===== src/io_map_pkg.sv =====
// I/O window address map
// register word indices, bus widths and the two views of a bus address

`default_nettype none

package io_map_pkg;

    localparam int adr_w = 32;
    localparam int dat_w = 32;

    localparam logic [3:0] io_region = 4'hE;    // top nibble of the I/O window

    // word indices inside the window
    localparam logic [3:0] reg_ms      = 4'd0;  // millisecond count, read only
    localparam logic [3:0] reg_led     = 4'd1;
    localparam logic [3:0] reg_tx_data = 4'd2;  // write pushes a byte
    localparam logic [3:0] reg_tx_stat = 4'd3;  // status read, rate control write

    localparam int led_w = 8;

    // one address word, decoded either by region or by word and lane
    typedef union packed {
        struct packed {
            logic [3:0]       region;
            logic [adr_w-5:0] offset;
        } rgn;
        struct packed {
            logic [adr_w-7:0] upper;
            logic [3:0]       word;
            logic [1:0]       lane;
        } wrd;
    } io_addr_u;

endpackage

`default_nettype wire


===== src/uart_pkg.sv =====
// serial transmit constants
// clock rate, bit-rate divisors, frame shape and queue size

`default_nettype none

package uart_pkg;

    localparam int clk_hz    = 25_000_000;
    localparam int ms_limit  = clk_hz / 1000;   // cycles per millisecond

    localparam int baud_fast = 115_200;
    localparam int baud_slow = 19_200;
    localparam int div_fast  = clk_hz / baud_fast;  // 217
    localparam int div_slow  = clk_hz / baud_slow;  // 1302
    localparam int div_w     = 11;

    // start + 8 data + stop
    localparam int frame_bits = 10;

    localparam int fifo_depth = 16;
    localparam int fifo_cnt_w = 5;              // holds 0..fifo_depth

endpackage

`default_nettype wire


===== src/io_bus_regs.sv =====
// Wishbone classic slave for the I/O window
// holds LED and rate registers, pushes transmit bytes, answers status reads

`timescale 1ns/100ps
`default_nettype none

module io_bus_regs (
    input  wire logic                           clk_cpu,
    input  wire logic                           rst_n,
    input  wire logic                           wb_cyc_i,
    input  wire logic                           wb_stb_i,
    input  wire logic                           wb_we_i,
    input  wire io_map_pkg::io_addr_u           wb_adr_i,
    input  wire logic [io_map_pkg::dat_w-1:0]   wb_dat_i,
    input  wire logic [3:0]                     wb_sel_i,
    output      logic [io_map_pkg::dat_w-1:0]   wb_dat_o,
    output      logic                           wb_ack_o,
    input  wire logic [31:0]                    ms_count_i,
    input  wire logic                           fifo_full_i,
    input  wire logic                           fifo_empty_i,
    output      logic                           push_o,
    output      logic [7:0]                     push_data_o,
    input  wire logic                           tx_busy_i,
    output      logic                           rate_slow_o,
    output      logic [io_map_pkg::led_w-1:0]   led_o
);

    logic                         pend;     // cycle seen and not yet acked
    logic                         in_win;
    logic                         is_tx_wr;
    logic                         go;       // ack edge for the pending cycle
    logic [io_map_pkg::dat_w-1:0] rd_data;

    assign in_win   = (wb_adr_i.rgn.region == io_map_pkg::io_region);
    assign is_tx_wr = wb_we_i && in_win && wb_sel_i[0]
                      && (wb_adr_i.wrd.word == io_map_pkg::reg_tx_data);

    // a transmit write waits here while the queue is full
    assign go = pend && !(is_tx_wr && fifo_full_i);

    assign push_o      = go && is_tx_wr;
    assign push_data_o = wb_dat_i[7:0];     // byte lane 0

    always_comb begin
        rd_data = '0;
        if (in_win) begin
            case (wb_adr_i.wrd.word)
                io_map_pkg::reg_ms:      rd_data = ms_count_i;
                io_map_pkg::reg_led:     rd_data = io_map_pkg::dat_w'(led_o);
                io_map_pkg::reg_tx_stat: begin
                    rd_data[0] = !fifo_full_i;
                    rd_data[1] = fifo_empty_i && !tx_busy_i;   // line drained
                end
                default:                 rd_data = '0;
            endcase
        end
    end

    // registered handshake with one wait cycle before ack
    always_ff @(posedge clk_cpu) begin
        if (!rst_n) begin
            pend     <= 1'b0;
            wb_ack_o <= 1'b0;
        end else begin
            wb_ack_o <= go;
            if (go)
                pend <= 1'b0;
            else if (wb_cyc_i && wb_stb_i && !wb_ack_o)
                pend <= 1'b1;
        end
    end

    always_ff @(posedge clk_cpu) begin
        if (go)
            wb_dat_o <= wb_we_i ? '0 : rd_data;
    end

    // register writes land with the ack
    always_ff @(posedge clk_cpu) begin
        if (!rst_n) begin
            led_o       <= '0;
            rate_slow_o <= 1'b0;
        end else if (go && wb_we_i && in_win && wb_sel_i[0]) begin
            if (wb_adr_i.wrd.word == io_map_pkg::reg_led)
                led_o <= wb_dat_i[io_map_pkg::led_w-1:0];
            if (wb_adr_i.wrd.word == io_map_pkg::reg_tx_stat)
                rate_slow_o <= wb_dat_i[0];
        end
    end

endmodule

`default_nettype wire


===== src/io_top.sv =====
// memory-mapped I/O block
// Wishbone slave with ms timer, LED register and queued UART transmit

`timescale 1ns/100ps
`default_nettype none

module io_top (
    input  wire logic                           clk_cpu,
    input  wire logic                           rst_n,
    input  wire logic                           wb_cyc_i,
    input  wire logic                           wb_stb_i,
    input  wire logic                           wb_we_i,
    input  wire io_map_pkg::io_addr_u           wb_adr_i,
    input  wire logic [io_map_pkg::dat_w-1:0]   wb_dat_i,
    input  wire logic [3:0]                     wb_sel_i,
    output      logic [io_map_pkg::dat_w-1:0]   wb_dat_o,
    output      logic                           wb_ack_o,
    output      logic [io_map_pkg::led_w-1:0]   led_o,
    output      logic                           tx_o
);

    logic [31:0] ms_count;
    logic        fifo_full;
    logic        fifo_empty;
    logic        push;
    logic [7:0]  push_data;
    logic        pop;
    logic [7:0]  head;
    logic        tx_busy;
    logic        rate_slow;

    ms_timer u_ms_timer (
        .clk_cpu    (clk_cpu),
        .rst_n      (rst_n),
        .ms_count_o (ms_count)
    );

    io_bus_regs u_regs (
        .clk_cpu      (clk_cpu),
        .rst_n        (rst_n),
        .wb_cyc_i     (wb_cyc_i),
        .wb_stb_i     (wb_stb_i),
        .wb_we_i      (wb_we_i),
        .wb_adr_i     (wb_adr_i),
        .wb_dat_i     (wb_dat_i),
        .wb_sel_i     (wb_sel_i),
        .wb_dat_o     (wb_dat_o),
        .wb_ack_o     (wb_ack_o),
        .ms_count_i   (ms_count),
        .fifo_full_i  (fifo_full),
        .fifo_empty_i (fifo_empty),
        .push_o       (push),
        .push_data_o  (push_data),
        .tx_busy_i    (tx_busy),
        .rate_slow_o  (rate_slow),
        .led_o        (led_o)
    );

    tx_fifo u_fifo (
        .clk_cpu     (clk_cpu),
        .rst_n       (rst_n),
        .push_i      (push),
        .push_data_i (push_data),
        .pop_i       (pop),
        .head_o      (head),
        .full_o      (fifo_full),
        .empty_o     (fifo_empty)
    );

    uart_tx u_uart (
        .clk_cpu     (clk_cpu),
        .rst_n       (rst_n),
        .empty_i     (fifo_empty),
        .head_i      (head),
        .pop_o       (pop),
        .rate_slow_i (rate_slow),
        .busy_o      (tx_busy),
        .tx_o        (tx_o)
    );

endmodule

`default_nettype wire


===== src/ms_timer.sv =====
// millisecond timer
// free-running count of whole milliseconds since reset release

`timescale 1ns/100ps
`default_nettype none

module ms_timer (
    input  wire logic        clk_cpu,
    input  wire logic        rst_n,
    output      logic [31:0] ms_count_o
);

    localparam int pre_w = $clog2(uart_pkg::ms_limit);

    logic [pre_w-1:0] pre_cnt;      // cycles within current millisecond
    logic             pre_wrap;

    assign pre_wrap = (pre_cnt == pre_w'(uart_pkg::ms_limit - 1));

    always_ff @(posedge clk_cpu) begin
        if (!rst_n) begin
            pre_cnt    <= '0;
            ms_count_o <= '0;
        end else if (pre_wrap) begin
            pre_cnt    <= '0;
            ms_count_o <= ms_count_o + 32'd1;
        end else begin
            pre_cnt <= pre_cnt + 1'b1;
        end
    end

endmodule

`default_nettype wire


===== src/tx_fifo.sv =====
// transmit byte queue
// circular buffer between the register block and the serializer

`timescale 1ns/100ps
`default_nettype none

module tx_fifo (
    input  wire logic       clk_cpu,
    input  wire logic       rst_n,
    input  wire logic       push_i,
    input  wire logic [7:0] push_data_i,
    input  wire logic       pop_i,
    output      logic [7:0] head_o,
    output      logic       full_o,
    output      logic       empty_o
);

    localparam int ptr_w = $clog2(uart_pkg::fifo_depth);

    logic [7:0]                      mem [uart_pkg::fifo_depth];
    logic [ptr_w-1:0]                wr_ptr;
    logic [ptr_w-1:0]                rd_ptr;
    logic [uart_pkg::fifo_cnt_w-1:0] count;

    assign head_o  = mem[rd_ptr];
    assign empty_o = (count == '0);
    assign full_o  = (count == uart_pkg::fifo_cnt_w'(uart_pkg::fifo_depth));

    always_ff @(posedge clk_cpu) begin
        if (push_i)
            mem[wr_ptr] <= push_data_i;
    end

    // power-of-two depth lets the pointers wrap freely
    always_ff @(posedge clk_cpu) begin
        if (!rst_n) begin
            wr_ptr <= '0;
            rd_ptr <= '0;
            count  <= '0;
        end else begin
            if (push_i)
                wr_ptr <= wr_ptr + 1'b1;
            if (pop_i)
                rd_ptr <= rd_ptr + 1'b1;
            if (push_i && !pop_i)
                count <= count + 1'b1;
            else if (pop_i && !push_i)
                count <= count - 1'b1;
        end
    end

endmodule

`default_nettype wire


===== src/uart_tx.sv =====
// UART transmitter
// pops queued bytes and sends them as 8N1 frames, LSB first

`timescale 1ns/100ps
`default_nettype none

module uart_tx (
    input  wire logic       clk_cpu,
    input  wire logic       rst_n,
    input  wire logic       empty_i,
    input  wire logic [7:0] head_i,
    output      logic       pop_o,
    input  wire logic       rate_slow_i,
    output      logic       busy_o,
    output      logic       tx_o
);

    localparam int bit_w = $clog2(uart_pkg::frame_bits);

    logic                           busy;
    logic [uart_pkg::frame_bits-2:0] shreg;     // data bits then stop bit
    logic [bit_w-1:0]               bit_cnt;
    logic [uart_pkg::div_w-1:0]     div_cnt;
    logic [uart_pkg::div_w-1:0]     div_lat;   // bit period for this frame
    logic                           bit_end;

    assign pop_o   = !busy && !empty_i;
    assign busy_o  = busy;
    assign bit_end = (div_cnt == div_lat - 1'b1);

    always_ff @(posedge clk_cpu) begin
        if (!rst_n) begin
            busy    <= 1'b0;
            tx_o    <= 1'b1;    // line idles high
            bit_cnt <= '0;
            div_cnt <= '0;
        end else if (!busy) begin
            if (!empty_i) begin
                busy    <= 1'b1;
                tx_o    <= 1'b0;    // start bit
                bit_cnt <= '0;
                div_cnt <= '0;
            end
        end else if (bit_end) begin
            div_cnt <= '0;
            if (bit_cnt == bit_w'(uart_pkg::frame_bits - 1)) begin
                busy <= 1'b0;   // end of stop bit
                tx_o <= 1'b1;
            end else begin
                tx_o    <= shreg[0];
                bit_cnt <= bit_cnt + 1'b1;
            end
        end else begin
            div_cnt <= div_cnt + 1'b1;
        end
    end

    // frame payload and divisor, loaded at pop
    always_ff @(posedge clk_cpu) begin
        if (pop_o) begin
            shreg   <= {1'b1, head_i};
            div_lat <= rate_slow_i ? uart_pkg::div_w'(uart_pkg::div_slow)
                                   : uart_pkg::div_w'(uart_pkg::div_fast);
        end else if (busy && bit_end) begin
            shreg <= shreg >> 1;
        end
    end

endmodule

`default_nettype wire

===== config.mk =====
export PLATFORM = sky130hd
export DESIGN_NAME = io_top
export DESIGN_NICKNAME = d
export VERILOG_FILES = /design/src/io_map_pkg.sv /design/src/uart_pkg.sv /design/src/io_bus_regs.sv /design/src/io_top.sv /design/src/ms_timer.sv /design/src/tx_fifo.sv /design/src/uart_tx.sv
export SDC_FILE = /design/constraint.sdc
export NUM_CORES = 1
export LEC_CHECK = 0
export ABC_AREA = 0
export BUFFER_PORTS_ARGS = -buffer_cell sky130_fd_sc_hd__buf_2
export CORE_MARGIN = 3
export CORE_UTILIZATION = 53
export DETAILED_ROUTE_END_ITERATION = 6
export PLACE_DENSITY_LB_ADDON = 0.25
export REMOVE_ABC_BUFFERS = 1
export SYNTH_ARGS = -nofsm -noshare
export SYNTH_HDL_FRONTEND = slang
export SYNTH_SLANG_ARGS = --single-unit

===== constraint.sdc =====
create_clock -name clk_cpu -period 6.6 [get_ports clk_cpu]
set_input_delay 0 -clock clk_cpu [delete_from_list [all_inputs] [get_ports clk_cpu]]
set_output_delay 0 -clock clk_cpu [all_outputs]
set_load 0.005 [all_outputs]

* Word level (Yosys, flattened, before mapping)
Memory sizes are Yosys's and may differ from the RTL's. A register that Yosys moved wholly into a read port is not among the register bits. Cells that the tools add are included.
Storage, ports and cells: bits in registers 140, memory bits (writable) 128, bits of input ports 73, output and inout port bits 42, logic and storage cells 100, memories kept 1
Memory list:
- u_fifo.mem | depth 16, bits a word 8, rd ports 1, clocked after memory_dff 1, write ports 1, line tx_fifo.sv:20 | logic [7:0] mem [uart_pkg::fifo_depth];
Cells by class: add/subtract/negate cells 9, eq/ne operators 11, muxes and demuxes 26, bitwise operators 2, reduce and logical (&&, ||, !) cells 34
Operator list (count):
- 30-bit case mux with 2 select lines | 1
- 11-bit two-way mux | 4
- 32-bit by 1-bit adder with 32-bit output (second input constant) | 1
- 4-bit two-way mux | 6
- 1-bit logical AND | 16
- 8-bit two-way mux | 2
- 15-bit by 1-bit adder with 15-bit output (second input constant) | 1
- 15-bit == test (second input constant) | 1
- 4-bit by 1-bit adder with 4-bit output (second input constant) | 3
- 11-bit by 1-bit adder with 11-bit output (second input constant) | 1
- 11-bit == test | 1
- 11-bit by 1-bit subtractor with 11-bit output (second input constant) | 1
- 1-bit two-way mux | 10
- 5-bit two-way mux | 2
- 4-bit by 2-bit == test with 1-bit output (second input constant) | 2
- 4-bit == test (second input constant) | 2
- 1-bit logical NOT | 7
- 2-bit case mux with 3 select lines | 1
- 2-bit AND reduction | 3
- 2-bit OR reduction | 3
- 5-bit by 1-bit adder with 5-bit output (second input constant) | 1
- 5-bit == test (second input constant) | 1
- 5-bit logical NOT | 1
- 5-bit by 1-bit subtractor with 5-bit output (second input constant) | 1
- other kinds (7) | 10

* Logic depth before layout (Yosys ltp)
depth after elaboration 12, mapped depth 13, depth with buffers taken out 11

* Hierarchy
Synthesis repeated with hierarchy kept, for this count alone.
Second synthesis, totals: cells, all modules 877, area total of the unflattened synthesis 11576.1 um^2
By module, submodules not included:
- tx_fifo | instances 1, cells each 305, area each 5808.1 um^2, seq. area each 4184.0 um^2
- ms_timer | instances 1, cells each 266, area each 2298.5 um^2, seq. area each 940.9 um^2
- io_bus_regs | instances 1, cells each 149, area each 1911.8 um^2, seq. area each 1181.1 um^2
- uart_tx | instances 1, cells each 157, area each 1557.7 um^2, seq. area each 660.6 um^2

* Worst setup path after synthesis
Ideal clock, no wire load.
path type in2reg, start input wb_adr_i[2] (netlist name), end register u_fifo.count[4] (netlist name), setup time 70 ps, arrival 2941 ps, required time 6530 ps, path slack 3589 ps, stages 13, buffers on the path 2, cell sequence clkbuf_1 or4b_2 a21oi_1 and2_1 clkbuf_1 ha_1 inv_1 fa_1 a21o_1 a21oi_1 xnor2_1 or3_1 a21oi_1
Between the ends: longest elaborated chain between the ends 9, elaborated cells between the ends (all ways) 11, those cells by class 1 x eq/ne; 1 x mux; 9 x reduce/logical
Ends and longest elaborated chain:
- start: declaration | line io_top.sv:13 | input wire io_map_pkg::io_addr_u wb_adr_i,
- 4-bit by 2-bit == test with 1-bit output * | line io_bus_regs.sv:36 | && (wb_adr_i.wrd.word == io_map_pkg::reg_tx_data);
- 1-bit logical AND * | line io_bus_regs.sv:36
- 1-bit logical AND | line io_bus_regs.sv:39 | assign go = pend && !(is_tx_wr && fifo_full_i);
- 1-bit logical NOT | line io_bus_regs.sv:39
- 1-bit logical AND | line io_bus_regs.sv:39
- 1-bit logical AND * | line io_bus_regs.sv:41 | assign push_o = go && is_tx_wr;
- net push | line io_top.sv:25 | logic push;
- 1-bit logical NOT | line tx_fifo.sv:47 | else if (pop_i && !push_i)
- 1-bit logical AND | line tx_fifo.sv:47
- 2-bit nonzero test (no line)
- end signal: assignment | line tx_fifo.sv:46 | count <= count + 1'b1;
- end signal: assignment | line tx_fifo.sv:48 | count <= count - 1'b1;
- end: declaration | line tx_fifo.sv:23 | logic [uart_pkg::fifo_cnt_w-1:0] count;
The timed path passes the listed nets; every way through them passes the cells marked *. A chain may end at the register's enable or synchronous reset.

* Worst setup path in the final report
start register u_fifo.count[0] (netlist name), end register u_fifo.count[4] (netlist name)
Between the ends: longest elaborated chain between the ends 8, elaborated cells between the ends (all ways) 17, those cells by class 2 x add/sub; 1 x eq/ne; 2 x mux; 12 x reduce/logical
Ends and longest elaborated chain:
- parallel branches: the longest is 8 deep, another holds 5-bit by 1-bit subtractor with 5-bit output
Several ways; the timed one is not identified. The select of a mux whose other input is x is not followed.

==> run_results.csv <==
group,metric,value,unit
status,status,"finished clean",
timing,rsz0062_at_grt,"no",
placed_design,place_area,11500,sq um
synth,synth-seq-cells,263,
synth,avgSynthCellArea,13.1,sq um
cells_and_area,final_util,63.6,%
synth,yosysSeqAreaShare,63.7,%
placed_design,placed_cells,1139,
critical_path,slowest_stage,"or4_1",
synth,synthAdderAreaFrac,2.13,%
timing,tns,0,ps
timing,worst_slack,3200,ps
timing,hold_slack,42.5,ps
cells_and_area,final_area,12600,sq um
cells_and_area,layoutNonFillerInstCount,1209,
critical_path,start_kind,"flop",
critical_path,critical_path_required,7060,ps
timing,tightest_slew,944,ps
synth,synthXorXnorAreaFrac,3.52,%
timing,fmax,294,MHz
cells_and_area,area_growth,15.5,%
flow_run,cap_violations,0,
power,power.total,3.98,mW
detailed_routing,drc,0,
power,power.leakage,4.21,nW
cts,clock_sinks,263,
grt,grt_overflow,0,
power,peakVddDrop,0.209,mV
cells_and_area,nets,1014,
floorplan,die_y,150,um
timing,final.setup_skew,19.1,ps
detailed_routing,num_vias,6951,
synth,yosysWarnings,0,
floorplan,core,19800,sq um
synth,synth_edf_count,170,
detailed_routing,ant_nets,0,
hold_path,hp-class,"in2reg",
placed_design,gp_congestion,0.829,
synth,synth_top_family_by_area,"simple AND/OR/NAND/NOR gates",
critical_path,crit_arrival,3860,ps
critical_path,crit_type,"reg2reg",
detailed_routing,first_pass_iters,5,
synth,synthMuxAreaShare,8.78,%
grt,grt_max_degree,66,
grt,grt_pass1_wl,35000,um
synth,postSynth.asyncResetShare,0,%
placed_design,dp_slack,3230,ps
cts,clock_latency,540,ps
floorplan,ios,115,
floorplan,start_util,55.1,%
placed_design,dp_hpwl,13900,um
cells_and_area,drive_gt1_share,17.2,%
cts,htree_levels,1,
synth,synth_compound_area_share,5.56,%
timing,post-route-min-period,3400,ps
timing,maxSlewHeadroom,37.0,%
cts,numCtsBuffers,27,
synth,synth_cells,837,
critical_path,critical_path_peak_fanout,12,
critical_path,crit_chain,"or4_1, o21a_1, inv_1, ha_1, inv_1, fa_1, a21o_1, a21oi_1, xnor2_1, or3_1, a21oi_1",
critical_path,cp-startpoint,"u_fifo.count[0]",
timing,fin_crit_sh,51.5,%
critical_path,cpPeakStageDelay,570,ps
floorplan,fp.dieW,150,um
grt,grt_usage,19.5,%
cells_and_area,n_antenna_cell,0,
synth,synth_area,10900,sq um
detailed_routing,drt_wl_total,21700,um
timing,finalHoldViolations,0,
grt,antenna_found_initial,1,
cts,postCtsSetupBuffers,0,
power,powerDensity,315,nW/um^2
critical_path,end_kind,"flop",
detailed_routing,wire_per_inst,18.0,um
cts,cts-root-buf,"clkbuf_16",
critical_path,timing.rr.start,"u_fifo.count[0]",
cts,path_clk_slew,60,ps
synth,yosys.area_share.simple,14.3,%
cts,cts_tree,"built",
timing,slew_viol_final,0,
placed_design,io_buffers,63,
timing,setup_viol,0,
hold_path,hp-start,"wb_adr_i[28]",
synth,synth-main-ff-cell,"edfxtp_1",
synth,yosysUniqueCellTypes,51,
floorplan,rows,51,
detailed_routing,first_iter_violations,501,
floorplan,dieArea,22400,sq um
grt,grt_pass1_vias,6771,
detailed_routing,routed_via_density,5.75,
cts,cts_buffer_depth,3,
final timing paths:
check	slack, ps	to	cells past startpoint
setup / recovery	3200	u_fifo.count[4]	11
hold / removal	40	u_regs.wb_dat_o[1]	4
hold reg to reg	460	u_ms_timer.pre_cnt[0]	1
setup reg to reg	3200	u_fifo.count[4]	11
logic make-up after synthesis:
group / count (synthesis)
multiplexers: 55
adder cells (fa/ha/maj): 18
AND/OR/NAND/NOR: 304
flip-flops: 263
buffers and inverters: 59
XOR/XNOR: 44
AO/OA/AOI/OAI: 94
placed cells by master, fill, tap and decap left out, types with 3 or more instances in the layout:
cell	n
or4_1	17
or3_1	11
a22oi_1	6
o31ai_1	14
a221o_1	9
a21oi_1	40
buf_2	63
inv_1	19
nor2_1	89
xor2_1	22
and4_1	5
nand4b_1	3
nand3_1	40
mux2i_1	15
nand3b_1	3
clkinv_2	4
buf_4	13
mux4_2	32
and2_1	26
dfxtp_1	92
o21ai_0	7
dlygate4sd3_1	20
xnor2_1	22
a31oi_1	3
edfxtp_1	170
nand2b_1	3
nand2_1	50
ha_1	17
clkbuf_1	5
bufinv_16	3
nor3_1	16
and3_1	7
mux2_2	8
clkbuf_16	27
clkinv_1	6
nor4_1	12
nand4_1	13
worst max-delay path, delay by kind of cell (launching register included):
| kind | cells | cell delay (ps) |
|---|---|---|
| AO/OA/AOI/OAI | 4 | 840 |
| buffers and inverters | 2 | 460 |
| AND/OR/NAND/NOR | 2 | 880 |
| flip-flops | 1 | 360 |
| adder cells (fa/ha/maj) | 2 | 690 |
| XOR/XNOR | 1 | 90 |
flip-flops by register name, indices dropped and copies added (netlist names), 2 cells and up, named ones only:
name / count
u_regs.wb_dat_o: 32
u_ms_timer.pre_cnt: 15
u_ms_timer.ms_count_o: 32
u_fifo.wr_ptr: 4
u_fifo.count: 5
u_fifo.mem: 128
u_regs.led_o: 8
u_uart.div_cnt: 11
u_uart.div_lat: 2
u_uart.shreg: 9
u_fifo.rd_ptr: 4
u_uart.bit_cnt: 4
layout make-up:
type | instances | area (sq um)
multi-input cells | 515 | 3750
well taps | 265 | 332
clock buffers | 34 | 722
clock inverters | 16 | 168
repair buffers | 96 | 613
inverters | 20 | 75.1
flip-flops and latches | 263 | 6970
fillers | 1521 | 7210
what timing repair did:
item / 4_1_cts / 5_1_grt
resized for setup: 0 / 0
hold buffers: 20 / 0
hold endpoints to repair: 148 / 0
metal layers:
metal  track usage, %  vias to the layer above  routed length, um
met5                0                        -                  0
met4             5.63                        0                539
met3             2.76                       43               1130
met2             31.2                      185              10100
met1             28.3                     3398               9950
li1                 -                     3325                  -
report_power, final:
group          internal [mW]  total, mW  switching [mW]
clock network          0.894       1.51           0.616
registers               1.84       1.89          0.0493
logic                  0.277      0.582           0.305
Yosys cell counts (14+ instances only):
master	instances	area share, %
a21oi_1	40	1.8
and2_1	26	1.5
clkbuf_1	29	1.0
dfxtp_1	93	17
edfxtp_1	170	47
ha_1	17	1.9
inv_1	20	0.69
mux2i_1	15	1.4
mux4_2	32	6.6
nand2_1	50	1.7
nand3_1	40	1.8
nor2_1	89	3.1
nor3_1	16	0.73
o31ai_1	14	0.96
or4_1	17	1.2
xnor2_1	22	1.8
xor2_1	22	1.8
Power figures use the tool's default switching activity.
